## config.mk

```make
export PLATFORM = sky130hd
export DESIGN_NAME = fetch_addr_gen
export DESIGN_NICKNAME = d
export VERILOG_FILES = /design/src/hdl/stream_pkg.sv /design/src/hdl/fetch_addr_gen.sv
export SDC_FILE = /design/constraint.sdc
export NUM_CORES = 1
export LEC_CHECK = 0
export BUFFER_PORTS_ARGS = -buffer_cell sky130_fd_sc_hd__buf_2
export CAP_MARGIN = 5
export CORE_MARGIN = 10
export CORE_UTILIZATION = 40
export CTS_CLUSTER_DIAMETER = 40
export DETAILED_ROUTE_END_ITERATION = 8
export PLACE_DENSITY = 0.66
export SETUP_SLACK_MARGIN = 0.02
export SYNTH_ARGS = -nofsm -noshare
export SYNTH_HDL_FRONTEND = slang
export SYNTH_SLANG_ARGS = --single-unit
```

## constraint.sdc

```tcl
create_clock -name clk_i -period 2.1 [get_ports clk_i]
set_input_delay 0.21 -clock clk_i [delete_from_list [all_inputs] [get_ports clk_i]]
set_output_delay 0.21 -clock clk_i [all_outputs]
set_load 0.005 [all_outputs]
```

## src/hdl/stream_pkg.sv

```systemverilog
/* shared widths and memory depth for the load streamer:
   data word, byte strobe, byte offset, word/byte address and transfer length */

package stream_pkg;

  // data word and its byte lanes
  localparam int DATA_W = 32;
  localparam int STRB_W = 4;

  // byte offset inside a word, log2 of STRB_W
  localparam int OFS_W = 2;

  // shared word memory
  localparam int MEM_WORDS = 256;
  localparam int WADDR_W   = 8;

  // byte address covers the whole memory
  localparam int BADDR_W = WADDR_W + OFS_W;

  // transfer length in bytes, zero is not a legal length
  localparam int LEN_W = 10;

endpackage

```

## src/hdl/fetch_addr_gen.sv

```systemverilog
/* fetch address generator: byte base and length to a run of word reads,
   with first/last flags, byte offset and tail strobe as sideband */

`timescale 1ns/1ps

module fetch_addr_gen
  import stream_pkg::*;
(
  input  logic               clk_i,
  input  logic               rst_ni,
  input  logic               start_i,
  input  logic [BADDR_W-1:0] base_addr_i,
  input  logic [LEN_W-1:0]   len_i,
  input  logic               rd_gnt_i,
  input  logic               fetch_ready_i,
  output logic               busy_o,
  output logic               rd_req_o,
  output logic [WADDR_W-1:0] rd_addr_o,
  output logic               fetch_first_o,
  output logic               fetch_last_o,
  output logic [OFS_W-1:0]   fetch_ofs_o,
  output logic [STRB_W-1:0]  tail_strb_o
);

  // fetch counters hold up to ceil(len/4) + 1, one bit less than len
  logic [LEN_W-2:0]   beats;
  logic [LEN_W-2:0]   last_idx_d;
  logic [LEN_W-2:0]   last_idx_q;
  logic [LEN_W-2:0]   cnt_q;
  logic [OFS_W-1:0]   base_ofs;
  logic [OFS_W-1:0]   len_rem;
  logic [STRB_W-1:0]  tail_d;
  logic [STRB_W-1:0]  tail_q;
  logic [OFS_W-1:0]   ofs_q;
  logic [WADDR_W-1:0] word_addr_q;
  logic               busy_q;
  logic               start;
  logic               fire;

  assign start = start_i & ~busy_q;
  assign fire  = rd_req_o & rd_gnt_i & fetch_ready_i;

  assign base_ofs = base_addr_i[OFS_W-1:0];
  assign len_rem  = len_i[OFS_W-1:0];

  // output beats = ceil(len / 4), one extra bit keeps len + 3 from wrapping
  assign beats = (LEN_W-1)'(({1'b0, len_i} + (LEN_W+1)'(STRB_W - 1)) >> OFS_W);

  // a misaligned range needs one more word than it has beats
  assign last_idx_d = (base_ofs == '0) ? beats - 1'b1 : beats;

  // low (len mod 4) lanes on the final beat, full word otherwise
  always_comb begin
    tail_d = '1;
    if (len_rem != '0) begin
      tail_d = ~({STRB_W{1'b1}} << len_rem);
    end
  end

  always_ff @(posedge clk_i or negedge rst_ni) begin
    if (!rst_ni) begin
      busy_q <= 1'b0;
      cnt_q  <= '0;
    end else if (start) begin
      busy_q <= 1'b1;
      cnt_q  <= '0;
    end else if (fire) begin
      cnt_q <= cnt_q + 1'b1;
      // the last fetch coincides with the last beat handshake
      if (fetch_last_o) begin
        busy_q <= 1'b0;
      end
    end
  end

  // transfer description, loaded on start
  always_ff @(posedge clk_i) begin
    if (start) begin
      word_addr_q <= base_addr_i[BADDR_W-1:OFS_W];
      ofs_q       <= base_ofs;
      last_idx_q  <= last_idx_d;
      tail_q      <= tail_d;
    end else if (fire) begin
      // wraps at the end of the memory
      word_addr_q <= word_addr_q + 1'b1;
    end
  end

  assign busy_o        = busy_q;
  assign rd_req_o      = busy_q;
  assign rd_addr_o     = word_addr_q;
  assign fetch_first_o = (cnt_q == '0);
  assign fetch_last_o  = (cnt_q == last_idx_q);
  assign fetch_ofs_o   = ofs_q;
  assign tail_strb_o   = tail_q;

  // a pending fetch keeps its address and flags until it completes
  a_fetch_hold: assert property (
    @(posedge clk_i) disable iff (!rst_ni)
    rd_req_o && !fire |=> $stable(rd_addr_o) && $stable(fetch_first_o) &&
                          $stable(fetch_last_o)
  );

endmodule

```

; ---- Word-level counts from Yosys, hierarchy flattened
; Cells that the tools add are included.
[totals]
out_inout_bits = 18
in_bits = 25
reg_bits = 33
[op_classes]
eq_ne = 1
addsub = 4
shift = 1
n_bitwise = 5
n_reduce_logical = 6
mux = 8
[op_table]
columns = operator, count
row1 = $mux W9, 3
row2 = $mux W8, 2
row3 = $add A10 B2 Y11 const B, 1
row4 = $add A9 B1 Y9 const B, 1
row5 = $eq A9 B9 Y1, 1
row6 = $logic_not A9 Y1, 1
row7 = $sub A9 B1 Y9 const B, 1
row8 = $add A8 B1 Y8 const B, 1
row9 = $reduce_bool A2 Y1, 3
row10 = $not A4 Y4, 1
row11 = $shl A4 B2 Y4 const A, 1
row12 = $and A1 B1 Y1, 3
row13 = $mux W1, 3
row14 = $logic_not A2 Y1, 1
row15 = $reduce_and A2 Y1, 1
row16 = $not A1 Y1, 1

; ---- Depth between registers and ports, before layout
; Gate-level depths: netlist of run 1.
[logic_depth]
word_depth = 4
depth_mapped = 7
mapped_depth_nobuf = 7

; ---- Worst setup path after synthesis of run 1
; No wires, ideal clock.
[synth_timing]
path_kind = input to register
start = input port len_i[0]
end = register last_idx_q[4] (data pin)
setup_time_ns = 0.267
path_buffers = 0
t_arrival_ns = 1.716
cell_stages = 7
path_slack_ns = 0.117
path_cell_list = nor2_1 -> xor2_1 -> ha_1 -> or3b_4 -> or2_4 -> o32ai_2 -> xor2_1
[synth_between]
elab_chain_len = 3
[synth_rtl]
columns = element, line
row1 = from (decl), fetch_addr_gen.sv:13  ; input logic [LEN_W-1:0] len_i,
row2 = $add A10 B2 Y11 *, fetch_addr_gen.sv:47  ; assign beats = (LEN_W-1)'(({1'b0, len_i} + (LEN_W+1)'(STRB_W - 1)) >> OFS_W);
row3 = $sub A9 B1 Y9, fetch_addr_gen.sv:50  ; assign last_idx_d = (base_ofs == '0) ? beats - 1'b1 : beats;
row4 = $mux W9 *, fetch_addr_gen.sv:50
row5 = net last_idx_d[4], fetch_addr_gen.sv:27  ; logic [LEN_W-2:0] last_idx_d;
row6 = to (signal assigned), fetch_addr_gen.sv:81  ; last_idx_q <= last_idx_d;
row7 = to (decl), fetch_addr_gen.sv:28  ; logic [LEN_W-2:0] last_idx_q;
; Mark *: on every way through the listed nets, which the timed path passes. The rest lies on a longest branch.
; A chain may end at the register's enable or synchronous reset.

; ---- Worst setup path after layout of run 1
[layout_timing]
start = register cnt_q[4]
end = output port fetch_last_o
[layout_between]
elab_chain_len = 1
[layout_rtl]
columns = element, line
row1 = from (decl), fetch_addr_gen.sv:29  ; logic [LEN_W-2:0] cnt_q;
row2 = from (signal assigned), fetch_addr_gen.sv:68  ; cnt_q <= cnt_q + 1'b1;
row3 = $eq A9 B9 Y1, fetch_addr_gen.sv:93  ; assign fetch_last_o = (cnt_q == last_idx_q);
row4 = to (decl), fetch_addr_gen.sv:20  ; output logic fetch_last_o,
; Every way passes these cells.

==> results of run 1 <==
## final cells by class
class / instances / area [um2] / area share
sequential: 33 / 941 / 0.425
multi-input combinational: 127 / 838 / 0.379
timing repair buffer: 47 / 263 / 0.119
clock buffer: 8 / 90.1 / 0.0407
tap: 52 / 65.1 / 0.0294
inverter: 4 / 15.0 / 0.00679
## through the flow
step            util  worst slack (ns)  power (W)  cells
6_report       0.505             0.292    0.00158    271
5_1_grt        0.505             0.127    0.00167    271
4_1_cts        0.503             0.179    0.00160    271
3_5_place_dp   0.480           0.00178    0.00111    262
3_3_place_gp   0.480            0.0445    0.00110    262
2_1_floorplan      -             0.117    0.00101    170
## routing by layer
metal	track usage	vias up	wire (um)
met5	0	-	0
met4	0.0609	0	96
met3	0.0459	7	399
met2	0.151	48	1610
met1	0.120	625	1670
li1	-	707	-
## what timing repair did
item                       CTS  global route
gates resized for setup      0             1
setup endpoints to repair    0             1
hold endpoints to repair    10             0
hold buffers                 1             0
## sequential cells by signal, summed over array words and instances (netlist names)
signal	flops
fetch_ofs_o	2
last_idx_q	9
busy_o	1
cnt_q	9
tail_strb_o	4
rd_addr_o	8
## Yosys cell counts, drive strengths merged, types with 3 or more instances
cell,count
o31ai,3
nor4,3
nand2,24
nor2,12
o21ai,10
nand3,10
inv,4
or3,3
and3,3
nand4,5
ha,4
a21oi,6
edfxtp,23
dfrtp,10
buf,4
xor2,12
xnor2,16
## kinds of logic after synthesis
| group | Yosys count |
|---|---|
| simple gates | 69 |
| flops | 33 |
| mux | 1 |
| xor+xnor | 28 |
| other cells | 1 |
| fa+ha+maj | 4 |
| buf+inv | 10 |
| compound gates | 24 |
## cells in the final DEF, fill, tap and decap left out, types with 5 or more instances in the layout
| master | count |
|---|---|
| o21ai_1 | 9 |
| nand3_1 | 9 |
| clkbuf_8 | 6 |
| nand2_1 | 24 |
| a21oi_1 | 6 |
| nand4_1 | 5 |
| xnor2_1 | 16 |
| buf_2 | 42 |
| edfxtp_1 | 23 |
| xor2_1 | 12 |
| dfrtp_1 | 10 |
| nor2_1 | 11 |
## critical path, stage by stage, from the launching register on
cell     delay, ns
dfrtp_1       0.46
xnor2_1       0.18
nand4_1       0.13
nor4_2        0.37
buf_2         0.18
## path summary, 6_finish.rpt
path	start	to	slack [ns]
worst min register to register	cnt_q[8]	cnt_q[8]	0.55
min in group asynchronous	rst_ni	cnt_q[5]	0.31
worst max register to register	busy_o	last_idx_q[7]	0.58
worst max-delay path	cnt_q[4]	fetch_last_o	0.29
max in group asynchronous	rst_ni	cnt_q[0]	1.60
worst min-delay path	base_addr_i[1]	fetch_ofs_o[1]	0.15
## report_power, final
| part | switching, W | internal (W) |
|---|---|---|
| sequential | 0.0000838 | 0.000749 |
| combinational | 0.000125 | 0.000135 |
| clock | 0.000217 | 0.000267 |
| total | 0.000426 | 0.00115 |
==> results.cfg, run 1 <==
[run_status]
status = finished clean

[drt]
drc_errors = 0
first_pass_iters = 4
wl_per_cell_um = 13.9
wl_mm = 3.78
drtIter0Drc = 64
drt-vias-per-instance = 5.12
drtAntennaViolNets = 0
via_count = 1387

[finish]
drive_gt1_frac = 0.301
antenna_cells = 0
design_area_um2 = 2210
syn_to_final_growth_pct = 21.3
fillers = 405
nNetsFinal = 247

[clock_network]
postCtsSetupBuffers = 0
cts.sinks = 33
clk_pin_slew_ns = 0.07
cts_buffers = 5
insertion_delay_ns = 0.28
cts_tree = done
clk_path_buf_depth = 2
htreeDepth = 2
clock-root-buffer = clkbuf_8

[setup_path]
critPathMaxFanout = 6
rr_worst_depth = 3
critPathLaunchType = flop
crit_path_end_kind = output pin
crit_required_ns = 1.89
arrival_ns = 1.60
worstSetupPathType = flop to output pin

[place]
dpl.hpwl_mm = 2.92
gp_congestion = 0.829
io_buffers = 42
placed_area_um2 = 2110

[floorplanning]
num_rows = 24
io_pins = 43
die_h_um = 87.5
die_width_um = 87.5
core_area_um2 = 4380
start_util = 0.416
die_area_um2 = 7660

[timing]
clock_skew_ns = 0.00525
setup_violations = 0
clock.fmax_mhz = 553
fin_hold_ws_ns = 0.147
rsz0062_at_grt = no
hold_viol = 0
report.final.slew_viol_count = 0
min_period_ns = 1.81
period_share = 0.861
setup_tns_ns = 0

[hold_path]
hp-class = input port to flop
hold_path_depth = 1

[global_route]
overflow = 0
first_global_vias = 1358
grt_max_degree = 21
antenna_found_initial = 0
grt_util_all_layers = 0.103
grt_pass1_wl_mm = 6.24

[logic_synthesis]
synth_xor_area_frac = 0.135
synth_compound_area_frac = 0.0892
yosysTopAreaCell = edfxtp_1
yosys_register_bits = 33
synth_edf_count = 23
yosys.cell_types.count = 42
synthSimpleGateAreaFrac = 0.198
async_flop_share = 0.303
synth_top_family_by_area = simple AND/OR/NAND/NOR gates
syn_area_um2 = 1820
synthAdderAreaFrac = 0.0275
synth_ff_type = edfxtp_1
yosys_warnings = 0
syn_area_per_cell_um2 = 10.7
synthesis.nets = 199
syn_inst = 170
yosysSeqAreaShare = 0.516
synth_top_area_share = 0.379
synthMuxAreaShare = 0.00549
synth.area.top_cells = edfxtp_1, dfrtp_1, xnor2_1

[power]
irDropWorstVdd_mv = 0.357
power_density_nw_per_um2 = 713
leakagePower_nw = 0.881

[job]
max-cap-violations = 0
No activity file was read; power rests on OpenSTA's default activity.
==> inputs of run 2 (changes only) <==
- CELL_PAD_IN_SITES_DETAIL_PLACEMENT: not set -> 0
- CELL_PAD_IN_SITES_GLOBAL_PLACEMENT: not set -> 2
- CORE_UTILIZATION: 40 -> 33
- PLACE_DENSITY: 0.66 -> 0.82
==> run 2 against run 1 <==
Register-to-register slack gained 0.05 ns. Setup slack lost 0.10 ns. Maximum frequency shrank 5.4%. Largest power group unchanged.
==> results.cfg, run 2 (synthesized netlist as in run 1, its figures left out) <==
[run_status]
status = finished clean

[timing]
rsz0062_at_grt = no
setup_violations = 0
worst_pin_slew_ns = 0.565
report.final.slew_viol_count = 0
hold_viol = 0
setup_tns_ns = 0
relSlewSlack = 0.623
clock.fmax_mhz = 523
fin_hold_ws_ns = 0.160
clock_skew_ns = 0.00583
min_period_ns = 1.91
period_share = 0.910

[finish]
regArea_um2 = 941
antenna_cells = 0
drive_gt1_frac = 0.311
syn_to_final_growth_pct = 22.5
layout_commonest_cell = buf_2
multiInputGateArea_um2 = 832
fillers = 558
mostFrequentLayoutCells = buf_2, nand2_1, edfxtp_1
fin_util = 0.411
nNetsFinal = 250

[clock_network]
postCtsSetupBuffers = 0
clk_path_buf_depth = 2
insertion_delay_ns = 0.28
cts_buffers = 5
clk_pin_slew_ns = 0.07
cts_tree = done
cts.sinks = 33
htreeDepth = 2
clock-root-buffer = clkbuf_8

[setup_path]
worstSetupPathType = flop to output pin
arrival_ns = 1.70
critPathMaxFanout = 7
crit_required_ns = 1.89
crit_path_end_kind = output pin
critPathLaunchType = flop

[place]
gp_congestion = 0.867
dpl.hpwl_mm = 2.95
io_buffers = 42

[power]
leakagePower_nw = 0.891
power_density_nw_per_um2 = 699
irDropWorstVdd_mv = 0.245

[floorplanning]
num_rows = 27
die_width_um = 94.3
start_util = 0.335
core_area_um2 = 5440
die_area_um2 = 8900
io_pins = 43
die_h_um = 94.3

[global_route]
overflow = 0
antenna_found_initial = 0
grt_util_all_layers = 0.0883
grt_max_degree = 31
first_global_vias = 1319
grt_pass1_wl_mm = 6.22

[drt]
drtAntennaViolNets = 0
via_count = 1361
wl_per_cell_um = 13.1
wl_mm = 3.85
drc_errors = 0
drt-vias-per-instance = 4.63
first_pass_iters = 4
drtIter0Drc = 31

[job]
max-cap-violations = 0

[hold_path]
hp-class = input port to flop
run 2: layout make-up:
class | count | share of cell area
tap | 72 | 0.0403
sequential | 33 | 0.421
inverter | 4 | 0.00672
timing repair buffer | 50 | 0.122
clock inverter | 2 | 0.00448
clock buffer | 6 | 0.0325
multi-input combinational | 127 | 0.373
run 2: metal layers:
layer / up-vias / GRT usage / part of all wire
li1: 707 / - / -
met1: 611 / 0.104 / 0.45
met2: 38 / 0.134 / 0.44
met3: 5 / 0.0392 / 0.090
met4: 0 / 0.0430 / 0.018
met5: - / 0 / 0
run 2: stage by stage:
stage	worst slack [ns]	instance area [um2]	std cells	total power, W
finish	0.189	2230	294	0.00156
global route	0.0831	2230	294	0.00166
CTS	0.137	2230	294	0.00158
detailed placement	0.0224	2140	285	0.00113
global placement	0.0556	2140	285	0.00112
floorplan	0.117	1820	170	0.00101
run 2: worst paths after layout:
check	startpoint	end	slack (ns)	depth (start not counted)
worst min register to register	cnt_q[8]	cnt_q[8]	0.54	1
worst min-delay path	base_addr_i[1]	fetch_ofs_o[1]	0.16	1
worst max-delay path	cnt_q[3]	fetch_last_o	0.19	4
max in group asynchronous	rst_ni	cnt_q[4]	1.59	2
min in group asynchronous	rst_ni	cnt_q[8]	0.32	2
worst max register to register	cnt_q[3]	busy_o	0.63	4
run 2: worst max-delay path, stage by stage (launching register included):
cell     delay [ns]
dfrtp_1        0.45
xnor2_1        0.18
nand4_1        0.10
nor4_1         0.48
buf_2          0.21
run 2: report_power, final:
group	switching [W]	internal [W]	leakage, nW	total [W]
Clock	0.000221	0.000229	0.0450	0.000451
Combinational	0.000144	0.000148	0.508	0.000292
Sequential	0.0000691	0.000749	0.338	0.000818
Total	0.000435	0.00113	0.891	0.00156
run 2: timing repair:
item                                   4_1_cts  5_1_grt
hold buffers                                 1        0
endpoints found under the hold margin       10        0
gates resized for setup                      0        0
