==> src/hdl/stream_pkg.sv <==
/* shared widths and memory depth for the load streamer:
   data word, byte strobe, byte offset, word/byte address and transfer length */

package stream_pkg;

  // data word and its byte lanes
  localparam int DATA_W = 32;
  localparam int STRB_W = 4;

  // byte offset inside a word, log2 of STRB_W
  localparam int OFS_W = 2;

  // shared word memory
  localparam int MEM_WORDS = 256;
  localparam int WADDR_W   = 8;

  // byte address covers the whole memory
  localparam int BADDR_W = WADDR_W + OFS_W;

  // transfer length in bytes, zero is not a legal length
  localparam int LEN_W = 10;

endpackage

==> src/hdl/source_realign.sv <==
/* realigner that joins consecutive fetched words into aligned output beats,
   absorbs the first word of a misaligned range and passes aligned data through */

`timescale 1ns/1ps

module source_realign
  import stream_pkg::*;
(
  input  logic              clk_i,
  input  logic              rst_ni,
  input  logic              fetch_valid_i,
  input  logic [DATA_W-1:0] fetch_data_i,
  input  logic              fetch_first_i,
  input  logic              fetch_last_i,
  input  logic [OFS_W-1:0]  fetch_ofs_i,
  input  logic [STRB_W-1:0] tail_strb_i,
  input  logic              out_ready_i,
  output logic              fetch_ready_o,
  output logic              out_valid_o,
  output logic [DATA_W-1:0] out_data_o,
  output logic [STRB_W-1:0] out_strb_o,
  output logic              out_last_o
);

  logic [OFS_W-1:0]   ofs_q;
  logic [OFS_W-1:0]   ofs_cur;
  logic [DATA_W-1:0]  prev_q;
  logic [OFS_W+3:0]   sh_lo;
  logic [OFS_W+3:0]   sh_hi;
  logic               absorb;
  logic               fetch_fire;

  // offset is only latched once the first fetch completes
  assign ofs_cur = fetch_first_i ? fetch_ofs_i : ofs_q;

  // first word of a misaligned range yields no beat
  assign absorb = fetch_first_i & (fetch_ofs_i != '0);

  assign fetch_fire = fetch_valid_i & fetch_ready_o;

  always_ff @(posedge clk_i or negedge rst_ni) begin
    if (!rst_ni) begin
      ofs_q <= '0;
    end else if (fetch_fire && fetch_first_i) begin
      ofs_q <= fetch_ofs_i;
    end
  end

  // previous word, needed for the low bytes of the next beat
  always_ff @(posedge clk_i) begin
    if (fetch_fire) begin
      prev_q <= fetch_data_i;
    end
  end

  // byte offset to bit shifts
  assign sh_lo = {1'b0, ofs_cur, 3'b000};
  assign sh_hi = (OFS_W+4)'(DATA_W) - sh_lo;

  always_comb begin
    out_data_o = fetch_data_i;
    if (ofs_cur != '0) begin
      // upper bytes of the older word, then lower bytes of the newer one
      out_data_o = (prev_q >> sh_lo) | (fetch_data_i << sh_hi);
    end
  end

  assign out_valid_o   = fetch_valid_i & ~absorb;
  assign fetch_ready_o = absorb | out_ready_i;

  // partial strobe only on the final beat
  assign out_strb_o = fetch_last_i ? tail_strb_i : '1;
  assign out_last_o = fetch_last_i;

  // a stalled beat that stays valid keeps its contents
  a_out_stable: assert property (
    @(posedge clk_i) disable iff (!rst_ni)
    out_valid_o && !out_ready_i |=>
      !out_valid_o ||
      ($stable(out_data_o) && $stable(out_strb_o) && $stable(out_last_o))
  );

endmodule

==> config.mk <==
export PLATFORM = sky130hd
export DESIGN_NAME = source_realign
export DESIGN_NICKNAME = d
export VERILOG_FILES = /design/src/hdl/stream_pkg.sv /design/src/hdl/source_realign.sv
export SDC_FILE = /design/constraint.sdc
export NUM_CORES = 1
export LEC_CHECK = 0
export BUFFER_PORTS_ARGS = -buffer_cell sky130_fd_sc_hd__buf_2
export CORE_MARGIN = 4
export CORE_UTILIZATION = 35
export CTS_BUF_LIST = sky130_fd_sc_hd__clkbuf_8
export DETAILED_ROUTE_END_ITERATION = 8
export PLACE_DENSITY = 0.62
export SLEW_MARGIN = 10
export SYNTH_ARGS = -nofsm -noshare
export SYNTH_HDL_FRONTEND = slang
export SYNTH_SLANG_ARGS = --single-unit
==> constraint.sdc <==
create_clock -name clk_i -period 16 [get_ports clk_i]
set_clock_uncertainty 0.1 [all_clocks]
set_input_delay 4.8 -clock clk_i [delete_from_list [all_inputs] [get_ports clk_i]]
set_output_delay 4.8 -clock clk_i [all_outputs]
set_load 0.02 [all_outputs]
After elaboration in Yosys (flattened, before gate mapping)
Index checks and enable logic that the tools add are counted.
{ "classes": {"div_mod_pow": 0, "n_shift": 2, "n_reduce_logical": 3, "addsub": 1, "n_mux": 3, "n_mul": 0, "n_eq_ne": 0, "n_lt_le_gt_ge": 0, "bitwise_logic": 6} }
{ "op_table": {"columns": ["op", "count"], "rows": [
  ["$mux W32", 1],
  ["$or A32 B32 Y32", 1],
  ["$shl A32 B6 Y32", 1],
  ["$shr A32 B5 Y32", 1],
  ["$sub A6 B5 Y6 const A", 1],
  ["$mux W4", 1],
  ["$reduce_bool A2 Y1", 2],
  ["$and A1 B1 Y1", 3],
  ["$mux W2", 1],
  ["$logic_and A1 B1 Y1", 1],
  ["$not A1 Y1", 1],
  ["$or A1 B1 Y1", 1]
]} }
{ "word_totals": {"reg_bits": 34, "input_bits": 44, "rom_bits": 0, "out_inout_bits": 39, "mem_count": 0, "elab_cells": 17, "ramBits": 0, "latchBits": 0} }

Depth between registers and ports, before layout
Gate-level depths: netlist of the first run.
{ "logic_depth": {"ltp_word": 5, "ltp_mapped": 11, "ltp_nobuf": 6} }

Worst setup path before layout of the first run
No wires, ideal clock.
{ "synth_path": {"kind": "in2out", "startpoint": "input port fetch_ofs_i[0]", "endpoint": "output port out_data_o[11]", "path_slack_ns": 3.940, "n_path_buf": 5, "cell_stages": 11, "required_ns": 11.100, "arrival_time_ns": 7.160, "cell_sequence": "buf_6 mux2_4 inv_1 buf_2 buf_2 ha_1 buf_2 clkbuf_1 o21ai_0 a221oi_1 o31ai_1"} }
{ "synth_via": {"elab_chain_cells": 5, "word_cells_on_any_way": 7, "cone_classes": "add/sub (1); shift (2); mux (2); bitwise (1); reduce/logical (1)"} }
{ "synth_lines": {"columns": ["element", "line", "source"], "rows": [
  ["start, declared", "source_realign.sv:15", "input logic [OFS_W-1:0] fetch_ofs_i,"],
  ["$mux W2 *", "source_realign.sv:34", "assign ofs_cur = fetch_first_i ? fetch_ofs_i : ofs_q;"],
  ["$sub A6 B5 Y6", "source_realign.sv:58", "assign sh_hi = (OFS_W+4)'(DATA_W) - sh_lo;"],
  ["$shl A32 B6 Y32", "source_realign.sv:64", "out_data_o = (prev_q >> sh_lo) | (fetch_data_i << sh_hi);"],
  ["$or A32 B32 Y32", "source_realign.sv:64", null],
  ["$mux W32 *", "source_realign.sv:62", "if (ofs_cur != '0) begin"],
  ["end, declared", "source_realign.sv:20", "output logic [DATA_W-1:0] out_data_o,"]
]} }
Every way passes the cells marked *; elsewhere a longest branch is shown, timed or not.

Worst setup path after layout of the first run
{ "layout_path": {"startpoint": "input port fetch_first_i", "endpoint": "output port out_data_o[29]"} }
{ "layout_via": {"elab_chain_cells": 5, "word_cells_on_any_way": 7, "cone_classes": "add/sub (1); shift (2); mux (2); bitwise (1); reduce/logical (1)"} }
{ "layout_lines": {"columns": ["element", "line", "source"], "rows": [
  ["start, declared", "source_realign.sv:13", "input logic fetch_first_i,"],
  ["$mux W2 *", "source_realign.sv:34", null],
  ["$sub A6 B5 Y6", "source_realign.sv:58", null],
  ["$shl A32 B6 Y32", "source_realign.sv:64", null],
  ["$or A32 B32 Y32", "source_realign.sv:64", null],
  ["$mux W32 *", "source_realign.sv:62", null]
]} }
Marked as above.

==> results of run 1 <==
-- synthesized netlist by cell type (all sizes together) --
| cell | n |
|---|---|
| nor2 | 35 |
| edfxtp | 32 |
| nand2 | 30 |
| a21oi | 29 |
| clkbuf | 23 |
| inv | 17 |
| o221ai | 14 |
| a211oi | 13 |
| a22oi | 13 |
| buf | 10 |
| o21ai | 9 |
| o31ai | 9 |
| mux4 | 8 |
| a22o | 7 |
| and3 | 7 |
| mux2i | 6 |
| a2bb2oi | 5 |
| mux2 | 5 |
| nand2b | 5 |
| a21o | 4 |
| nand3b | 4 |
| o2111ai | 4 |
| a221o | 3 |
| o211ai | 3 |
| a221oi | 2 |
| and2 | 2 |
| dfrtp | 2 |
| nor3 | 2 |
| ha | 1 |
| nor2b | 1 |
| o21a | 1 |
| o21bai | 1 |
| o22a | 1 |
| o311ai | 1 |
| or2 | 1 |
-- routing by layer --
layer	vias to the layer above	wire length, microns
li1	1306	-
met1	1314	3750
met2	121	3900
met3	10	603
met4	0	127
met5	-	0
-- final timing paths --
| check | start | endpoint | slack [ps] | cells past startpoint |
|---|---|---|---|---|
| worst max register to register | ofs_q[0] | ofs_q[0] | 14860 | 1 |
| max in group asynchronous | rst_ni | ofs_q[0] | 11520 | 1 |
| min in group asynchronous | rst_ni | ofs_q[1] | 4180 | 1 |
| worst min-delay path | ofs_q[1] | ofs_q[1] | 720 | 2 |
| worst max-delay path | fetch_first_i | out_data_o[29] | 3320 | 8 |
| worst min register to register | ofs_q[1] | ofs_q[1] | 720 | 2 |
-- metrics by stage --
stage	hold slack, ps	setup slack (ps)	area [sq um]
6_report	716	3320	3280
4_1_cts	718	3330	3280
2_1_floorplan	767	3940	2780
3_5_place_dp	708	3360	3200
5_1_grt	805	3100	3280
3_3_place_gp	685	3410	3200
-- registers in the layout, summed over array words and instances, names as in the netlist --
signal / flops
ofs_q: 2
prev_q: 32
-- cells by family (layout without fill, tap and decap cells) --
logic type / after synthesis / count (layout) / synth area share (%)
DFF: 34 / 34 / 36.3
and+or+nand+nor: 87 / 87 / 13.9
muxes: 19 / 19 / 10.9
buffers and inverters: 50 / 111 / 7.95
AOI/OAI and AO/OA: 119 / 119 / 30.5
adders and majority gates: 1 / 1 / 0.449
-- power breakdown --
group | switching, mW | internal, mW | leakage [nW]
Clock | 0.0341 | 0.0294 | 0.0468
Sequential | 0.00909 | 0.107 | 0.329
Combinational | 0.104 | 0.0649 | 0.959
-- area by class of cell --
| cell class | instances | share of cell area (%) |
|---|---|---|
| clock buffers | 5 | 2.10 |
| clock inverters | 3 | 0.382 |
| inverters | 17 | 1.95 |
| multi-input cells | 226 | 47.4 |
| flip-flops and latches | 34 | 30.8 |
| well taps | 102 | 3.89 |
| repair buffers | 86 | 13.4 |
-- critical path, stage by stage --
cell	delay (ps)
sky130_fd_sc_hd__buf_2	420
sky130_fd_sc_hd__mux2_4	500
sky130_fd_sc_hd__inv_1	110
sky130_fd_sc_hd__ha_2	790
sky130_fd_sc_hd__mux4_2	590
sky130_fd_sc_hd__a211oi_1	280
sky130_fd_sc_hd__a21oi_1	70
sky130_fd_sc_hd__buf_2	180
==> impl_metrics.xml, run 1 <==
<?xml version="1.0" encoding="UTF-8"?>
<metrics>
  <group name="finish">
    <metric name="stdcell_count" unit="">473</metric>
    <metric name="area.growth.synth_to_final" unit="%">17.8</metric>
    <metric name="most-common-layout-cells" unit="">sky130_fd_sc_hd__buf_2, sky130_fd_sc_hd__nor2_1, sky130_fd_sc_hd__edfxtp_1, sky130_fd_sc_hd__nand2_1, sky130_fd_sc_hd__a21oi_1</metric>
    <metric name="mostFrequentLayoutCell" unit="">sky130_fd_sc_hd__buf_2</metric>
    <metric name="final_net_count" unit="">415</metric>
    <metric name="multi_input_area" unit="sq um">1550</metric>
    <metric name="finish.utilization" unit="%">42.4</metric>
    <metric name="final_layout_size_suffix_gt1_share" unit="%">28.8</metric>
    <metric name="ff_latch_area" unit="sq um">1010</metric>
    <metric name="number_of_diodes_added_for_antenna_fixing" unit="">0</metric>
    <metric name="fillCellCount" unit="">776</metric>
  </group>
  <group name="run">
    <metric name="max-cap-violations" unit="">0</metric>
  </group>
  <group name="status">
    <metric name="outcome" unit="">finished clean</metric>
  </group>
  <group name="route">
    <metric name="viasPerCell" unit="">5.82</metric>
    <metric name="first_iter_violations" unit="">224</metric>
    <metric name="detail_route.wirelength" unit="mm">8.38</metric>
    <metric name="wl_per_cell" unit="microns">17.7</metric>
    <metric name="drt_drc_violations_left" unit="">0</metric>
    <metric name="antenna_violating_nets_post_route" unit="">0</metric>
    <metric name="detail_route.first_pass.iterations" unit="">5</metric>
    <metric name="via_count" unit="">2751</metric>
  </group>
  <group name="floorplanning">
    <metric name="floorplan.die_area" unit="sq um">9440</metric>
    <metric name="floorplan.die.width" unit="microns">97.2</metric>
    <metric name="num_rows" unit="">32</metric>
    <metric name="fp.coreArea" unit="sq um">7730</metric>
    <metric name="top_ports" unit="">83</metric>
    <metric name="floorplan.initialDensity" unit="%">36.0</metric>
    <metric name="die_h" unit="microns">97.2</metric>
  </group>
  <group name="placed_design">
    <metric name="dpl.hpwl" unit="mm">5.58</metric>
    <metric name="gp_congestion" unit="">0.784</metric>
    <metric name="buffers_on_ports" unit="">82</metric>
    <metric name="placedCellCount" unit="">465</metric>
  </group>
  <group name="global_route">
    <metric name="global_route.usage.total" unit="%">17.5</metric>
    <metric name="grt_util_met1" unit="%">24.5</metric>
    <metric name="antenna_found_initial" unit="">0</metric>
    <metric name="grt_pass1_wl" unit="mm">13.7</metric>
    <metric name="first_global_vias" unit="">2609</metric>
    <metric name="grt-busiest-layer" unit="">met2</metric>
    <metric name="grtUsageMet2" unit="%">27.6</metric>
    <metric name="total_global_routing_overflow" unit="">0</metric>
    <metric name="grt.met3_usage" unit="%">3.23</metric>
    <metric name="grt_start_max_net_pins" unit="">47</metric>
  </group>
  <group name="sta">
    <metric name="rsz0062_at_grt" unit="">no</metric>
    <metric name="final_period_minus_worst_setup_slack" unit="ps">12680</metric>
    <metric name="setup_viol" unit="">0</metric>
    <metric name="worst_slew_margin" unit="%">46.7</metric>
    <metric name="max_slew.worst_pin.slew" unit="ps">798</metric>
    <metric name="finalHoldViolCount" unit="">0</metric>
    <metric name="finalSetupTns" unit="ps">0</metric>
    <metric name="final_max_tran_viols" unit="">0</metric>
    <metric name="max_freq" unit="MHz">78.9</metric>
    <metric name="final.period_utilization" unit="%">79.2</metric>
  </group>
  <group name="setup_path">
    <metric name="critical_path.endpoint_type" unit="">output port</metric>
    <metric name="critical_path_peak_fanout" unit="">33</metric>
    <metric name="crit_arrival" unit="ps">7780</metric>
    <metric name="cp.required" unit="ps">11100</metric>
    <metric name="worstSetupStartpointType" unit="">input port</metric>
    <metric name="timing.setup.critical_path_class" unit="">in -&gt; out</metric>
  </group>
  <group name="power">
    <metric name="ir_drop_worst_vdd" unit="uV">46.7</metric>
    <metric name="power_density" unit="nW/um^2">106</metric>
    <metric name="report.power.total" unit="mW">0.348</metric>
    <metric name="p_leak" unit="nW">1.33</metric>
  </group>
  <group name="logic_synthesis">
    <metric name="yosys.cell_types.count" unit="">40</metric>
    <metric name="total_nets_after_synthesis" unit="">355</metric>
    <metric name="yosys.area.top_type_share" unit="%">34.5</metric>
    <metric name="ffs_latches_synth" unit="">34</metric>
    <metric name="synth-seq-area-share" unit="%">36.3</metric>
    <metric name="cell_area_after_technology_mapping" unit="sq um">2780</metric>
    <metric name="yosys.area.top_type" unit="">sky130_fd_sc_hd__edfxtp_1</metric>
    <metric name="synth_top_cells_by_area" unit="">sky130_fd_sc_hd__edfxtp_1, sky130_fd_sc_hd__mux4_2, sky130_fd_sc_hd__a21oi_1</metric>
    <metric name="post_synth_inst_count" unit="">310</metric>
    <metric name="syn_avg_cell_area" unit="sq um">8.98</metric>
    <metric name="yosys_warnings" unit="">0</metric>
  </group>
  <group name="clock_network">
    <metric name="cts_max_path_buffers" unit="">2</metric>
    <metric name="post_cts_buffers" unit="">0</metric>
    <metric name="numClockSinks" unit="">34</metric>
    <metric name="clock_tree.htree_level_count" unit="">2</metric>
    <metric name="cts_resized" unit="">0</metric>
    <metric name="cts-buffers-inserted" unit="">5</metric>
    <metric name="clock_tree_from_tritoncts" unit="">yes</metric>
    <metric name="cts_hold_buffers" unit="">0</metric>
    <metric name="insertion_delay" unit="ps">280</metric>
    <metric name="cts-root-buf" unit="">sky130_fd_sc_hd__clkbuf_8</metric>
    <metric name="worst_setup_hold_path_clk_slew" unit="ps">70</metric>
  </group>
  <group name="hold_path">
    <metric name="holdCritPathClass" unit="">reg -&gt; reg</metric>
  </group>
</metrics>
(Power assumes the default switching activity.)
==> run 2, diff against run 1 <==
ABC_AREA = 1   (was not set)
PLACE_DENSITY = 0.63   (was 0.62)
clock period = 10.81 ns   (was 16 ns; I/O delays follow)
==> impl_metrics.xml, run 2 <==
<?xml version="1.0" encoding="UTF-8"?>
<metrics>
  <group name="logic_synthesis">
    <metric name="async_reset_ff_share" unit="%">5.88</metric>
    <metric name="cell_area_after_technology_mapping" unit="sq um">3270</metric>
    <metric name="synth.cells.most_frequent" unit="">sky130_fd_sc_hd__nand3_1, sky130_fd_sc_hd__nand2_1, sky130_fd_sc_hd__inv_1</metric>
    <metric name="yosys.area_share.xor_xnor" unit="%">0</metric>
    <metric name="synth.mux.area_fraction" unit="%">0</metric>
    <metric name="synth-seq-area-share" unit="%">30.9</metric>
    <metric name="synth_top_cells_by_area" unit="">sky130_fd_sc_hd__edfxtp_1, sky130_fd_sc_hd__nand3_1, sky130_fd_sc_hd__nand2_1</metric>
    <metric name="post_synth_and_or_nand_nor_area_fraction" unit="%">50.2</metric>
    <metric name="yosys.area.top_type_share" unit="%">29.3</metric>
    <metric name="synth_enable_flop_cells" unit="">32</metric>
    <metric name="synth_flop_type" unit="">sky130_fd_sc_hd__edfxtp_1</metric>
    <metric name="yosys.cell_types.count" unit="">22</metric>
    <metric name="syn_avg_cell_area" unit="sq um">6.06</metric>
    <metric name="total_nets_after_synthesis" unit="">585</metric>
    <metric name="yosys.area_share.adder" unit="%">0.382</metric>
    <metric name="post_synth_inst_count" unit="">540</metric>
    <metric name="synth_top_family_by_area" unit="">simple AND/OR/NAND/NOR gates</metric>
    <metric name="synth_compound_gate_area_share" unit="%">1.18</metric>
    <metric name="dominant_cell_by_count_in_the_synthesized_netlist" unit="">sky130_fd_sc_hd__nand3_1</metric>
    <metric name="ffs_latches_synth" unit="">34</metric>
    <metric name="yosys.area.top_type" unit="">sky130_fd_sc_hd__edfxtp_1</metric>
    <metric name="yosys_warnings" unit="">0</metric>
  </group>
  <group name="clock_network">
    <metric name="insertion_delay" unit="ps">290</metric>
    <metric name="cts-root-buf" unit="">sky130_fd_sc_hd__clkbuf_8</metric>
    <metric name="post_cts_buffers" unit="">0</metric>
    <metric name="cts_resized" unit="">0</metric>
    <metric name="cts_hold_buffers" unit="">0</metric>
    <metric name="clock_tree_from_tritoncts" unit="">yes</metric>
    <metric name="cts_max_path_buffers" unit="">2</metric>
    <metric name="clock_tree.htree_level_count" unit="">2</metric>
    <metric name="numClockSinks" unit="">34</metric>
    <metric name="worst_setup_hold_path_clk_slew" unit="ps">80</metric>
    <metric name="cts-buffers-inserted" unit="">5</metric>
  </group>
  <group name="setup_path">
    <metric name="critical_path_peak_fanout" unit="">72</metric>
    <metric name="cp.required" unit="ps">7470</metric>
    <metric name="worst_path_most_repeated_cell" unit="">sky130_fd_sc_hd__inv_1</metric>
    <metric name="crit_path_max_incr_delay" unit="ps">540</metric>
    <metric name="critical_path.endpoint_type" unit="">output port</metric>
    <metric name="path_cells" unit="">buf_2, inv_2, nand2_4, nand2_4, inv_4, ha_1, inv_1, buf_4, nand4_1, nand2_1, inv_1, nand3_1, nand2_1, inv_1, buf_2</metric>
    <metric name="path_buf_inv" unit="">8</metric>
    <metric name="critPathTopFamily" unit="">buffers and inverters</metric>
    <metric name="crit_arrival" unit="ps">5800</metric>
    <metric name="timing.setup.critical_path_class" unit="">in -&gt; out</metric>
    <metric name="worstSetupStartpointType" unit="">input port</metric>
    <metric name="slowest_stage" unit="">sky130_fd_sc_hd__nand2_4</metric>
  </group>
  <group name="finish">
    <metric name="final_net_count" unit="">641</metric>
    <metric name="layout.cell_area.non_filler" unit="sq um">3740</metric>
    <metric name="finish.utilization" unit="%">40.8</metric>
    <metric name="largest_register_ffs" unit="">32</metric>
    <metric name="fillCellCount" unit="">1025</metric>
    <metric name="final_layout_size_suffix_gt1_share" unit="%">17.4</metric>
    <metric name="number_of_diodes_added_for_antenna_fixing" unit="">0</metric>
    <metric name="mostFrequentLayoutCell" unit="">sky130_fd_sc_hd__nand3_1</metric>
    <metric name="area.growth.synth_to_final" unit="%">14.1</metric>
    <metric name="stdcell_count" unit="">708</metric>
    <metric name="largest_register_by_flop_count" unit="">prev_q</metric>
    <metric name="most-common-layout-cells" unit="">sky130_fd_sc_hd__nand3_1, sky130_fd_sc_hd__nand2_1, sky130_fd_sc_hd__inv_1, sky130_fd_sc_hd__buf_2, sky130_fd_sc_hd__nor2_1</metric>
    <metric name="top_registers" unit="">prev_q x32, ofs_q x2</metric>
  </group>
  <group name="route">
    <metric name="via_count" unit="">3566</metric>
    <metric name="viasPerCell" unit="">5.04</metric>
    <metric name="antenna_violating_nets_post_route" unit="">0</metric>
    <metric name="first_iter_violations" unit="">355</metric>
    <metric name="drt_drc_violations_left" unit="">0</metric>
    <metric name="detail_route.first_pass.iterations" unit="">5</metric>
    <metric name="detail_route.wirelength" unit="mm">9.80</metric>
    <metric name="wl_per_cell" unit="microns">13.8</metric>
  </group>
  <group name="placed_design">
    <metric name="detailed_place.area" unit="sq um">3650</metric>
    <metric name="buffers_on_ports" unit="">82</metric>
    <metric name="gp_congestion" unit="">0.804</metric>
    <metric name="dpl.hpwl" unit="mm">6.34</metric>
    <metric name="placedCellCount" unit="">700</metric>
  </group>
  <group name="sta">
    <metric name="finalSetupTns" unit="ps">0</metric>
    <metric name="max_slew.worst_pin.slew" unit="ps">1080</metric>
    <metric name="worst_slew_margin" unit="%">28.0</metric>
    <metric name="setup_viol" unit="">0</metric>
    <metric name="final_max_tran_viols" unit="">0</metric>
    <metric name="finalHoldViolCount" unit="">0</metric>
    <metric name="final_period_minus_worst_setup_slack" unit="ps">9140</metric>
    <metric name="max_freq" unit="MHz">109</metric>
    <metric name="final.period_utilization" unit="%">84.6</metric>
    <metric name="rsz0062_at_grt" unit="">no</metric>
  </group>
  <group name="global_route">
    <metric name="first_global_vias" unit="">3227</metric>
    <metric name="total_global_routing_overflow" unit="">0</metric>
    <metric name="grt_pass1_wl" unit="mm">15.7</metric>
    <metric name="antenna_found_initial" unit="">0</metric>
    <metric name="global_route.usage.total" unit="%">17.1</metric>
    <metric name="grt_start_max_net_pins" unit="">74</metric>
  </group>
  <group name="run">
    <metric name="max-cap-violations" unit="">0</metric>
  </group>
  <group name="power">
    <metric name="share_seq_of_total_power" unit="%">31.3</metric>
    <metric name="ir_drop_worst_vdd" unit="uV">54.0</metric>
    <metric name="p_int" unit="mW">0.287</metric>
    <metric name="p_leak" unit="nW">2.10</metric>
    <metric name="report.power.total" unit="mW">0.526</metric>
    <metric name="netSwitchingFraction" unit="%">45.4</metric>
    <metric name="power.share.clock" unit="%">18.2</metric>
    <metric name="power_density" unit="nW/um^2">141</metric>
    <metric name="power.net_switching" unit="mW">0.239</metric>
    <metric name="portion_of_total_power_attributed_to_combinational_logic" unit="%">50.6</metric>
  </group>
  <group name="floorplanning">
    <metric name="num_rows" unit="">35</metric>
    <metric name="floorplan.initialDensity" unit="%">35.8</metric>
    <metric name="floorplan.die_area" unit="sq um">11000</metric>
    <metric name="fp.coreArea" unit="sq um">9150</metric>
    <metric name="die_h" unit="microns">105</metric>
    <metric name="top_ports" unit="">83</metric>
    <metric name="floorplan.die.width" unit="microns">105</metric>
  </group>
  <group name="status">
    <metric name="outcome" unit="">finished clean</metric>
  </group>
  <group name="hold_path">
    <metric name="holdCritPathClass" unit="">reg -&gt; reg</metric>
  </group>
</metrics>
## run 2: cell count changes in the layout (fill, tap and decap cells not counted), moves of 9 or more
cell,before,now
sky130_fd_sc_hd__nand3_1,0,152
sky130_fd_sc_hd__nand2_1,30,134
sky130_fd_sc_hd__inv_1,18,89
sky130_fd_sc_hd__nor2_1,34,64
sky130_fd_sc_hd__a21oi_1,29,6
sky130_fd_sc_hd__o221ai_1,14,0
sky130_fd_sc_hd__a211oi_1,13,0
sky130_fd_sc_hd__a22oi_1,13,0
sky130_fd_sc_hd__nand4_1,0,11
sky130_fd_sc_hd__o21ai_0,9,0
sky130_fd_sc_hd__o31ai_1,9,0
## run 2: cell families after synthesis
kind of cell / count (synthesis)
AOI/OAI and AO/OA: 7
adders and majority gates: 1
buffers and inverters: 130
DFF: 34
and+or+nand+nor: 368
## run 2: layout make-up
type | instances | area [sq um] | share of cell area, %
Multi-Input combinational cell | 376 | 1700 | 45.4
Tap cell | 111 | 139 | 3.72
Timing Repair Buffer | 87 | 460 | 12.3
Clock buffer | 5 | 68.8 | 1.84
Inverter | 92 | 348 | 9.31
Sequential cell | 34 | 1010 | 27.1
Clock inverter | 3 | 12.5 | 0.335
## run 2: worst paths after layout
| kind | from | endpoint | slack [ps] | depth (start not counted) |
|---|---|---|---|---|
| worst min register to register | ofs_q[1] | ofs_q[1] | 390 | 2 |
| worst max register to register | ofs_q[0] | ofs_q[0] | 10030 | 2 |
| worst max-delay path | fetch_first_i | out_data_o[7] | 1670 | 15 |
| min in group asynchronous | rst_ni | ofs_q[1] | 2620 | 1 |
| max in group asynchronous | rst_ni | ofs_q[0] | 7900 | 1 |
| worst min-delay path | ofs_q[1] | ofs_q[1] | 390 | 2 |
## run 2: worst min-delay path: cells and delay by family, from the launching register on
family | cells | cell delay, ps
simple gates | 2 | 110
flops | 1 | 360
## run 2: power groups by stage
stage,registers [mW],clock network [mW],logic (mW)
6_report,0.164,0.0955,0.266
5_1_grt,0.165,0.102,0.297
4_1_cts,0.164,0.0969,0.266
3_5_place_dp,0.167,0,0.265
3_3_place_gp,0.167,0,0.263
2_1_floorplan,0.165,0,0.194
## run 2: routing by layer
layer	wire length, microns	vias up	global-route usage, %
li1	-	1823	-
met1	4650	1607	24.8
met2	4490	127	26.9
met3	553	9	2.29
met4	101	0	4.12
met5	0	-	0
## run 2: metrics by stage
stage | setup WS (ps) | hold WS [ps]
after floorplan | 2420 | 342
after global placement | 1740 | 366
after detailed placement | 1680 | 366
after CTS | 1680 | 389
after global routing | 1390 | 420
final | 1670 | 388
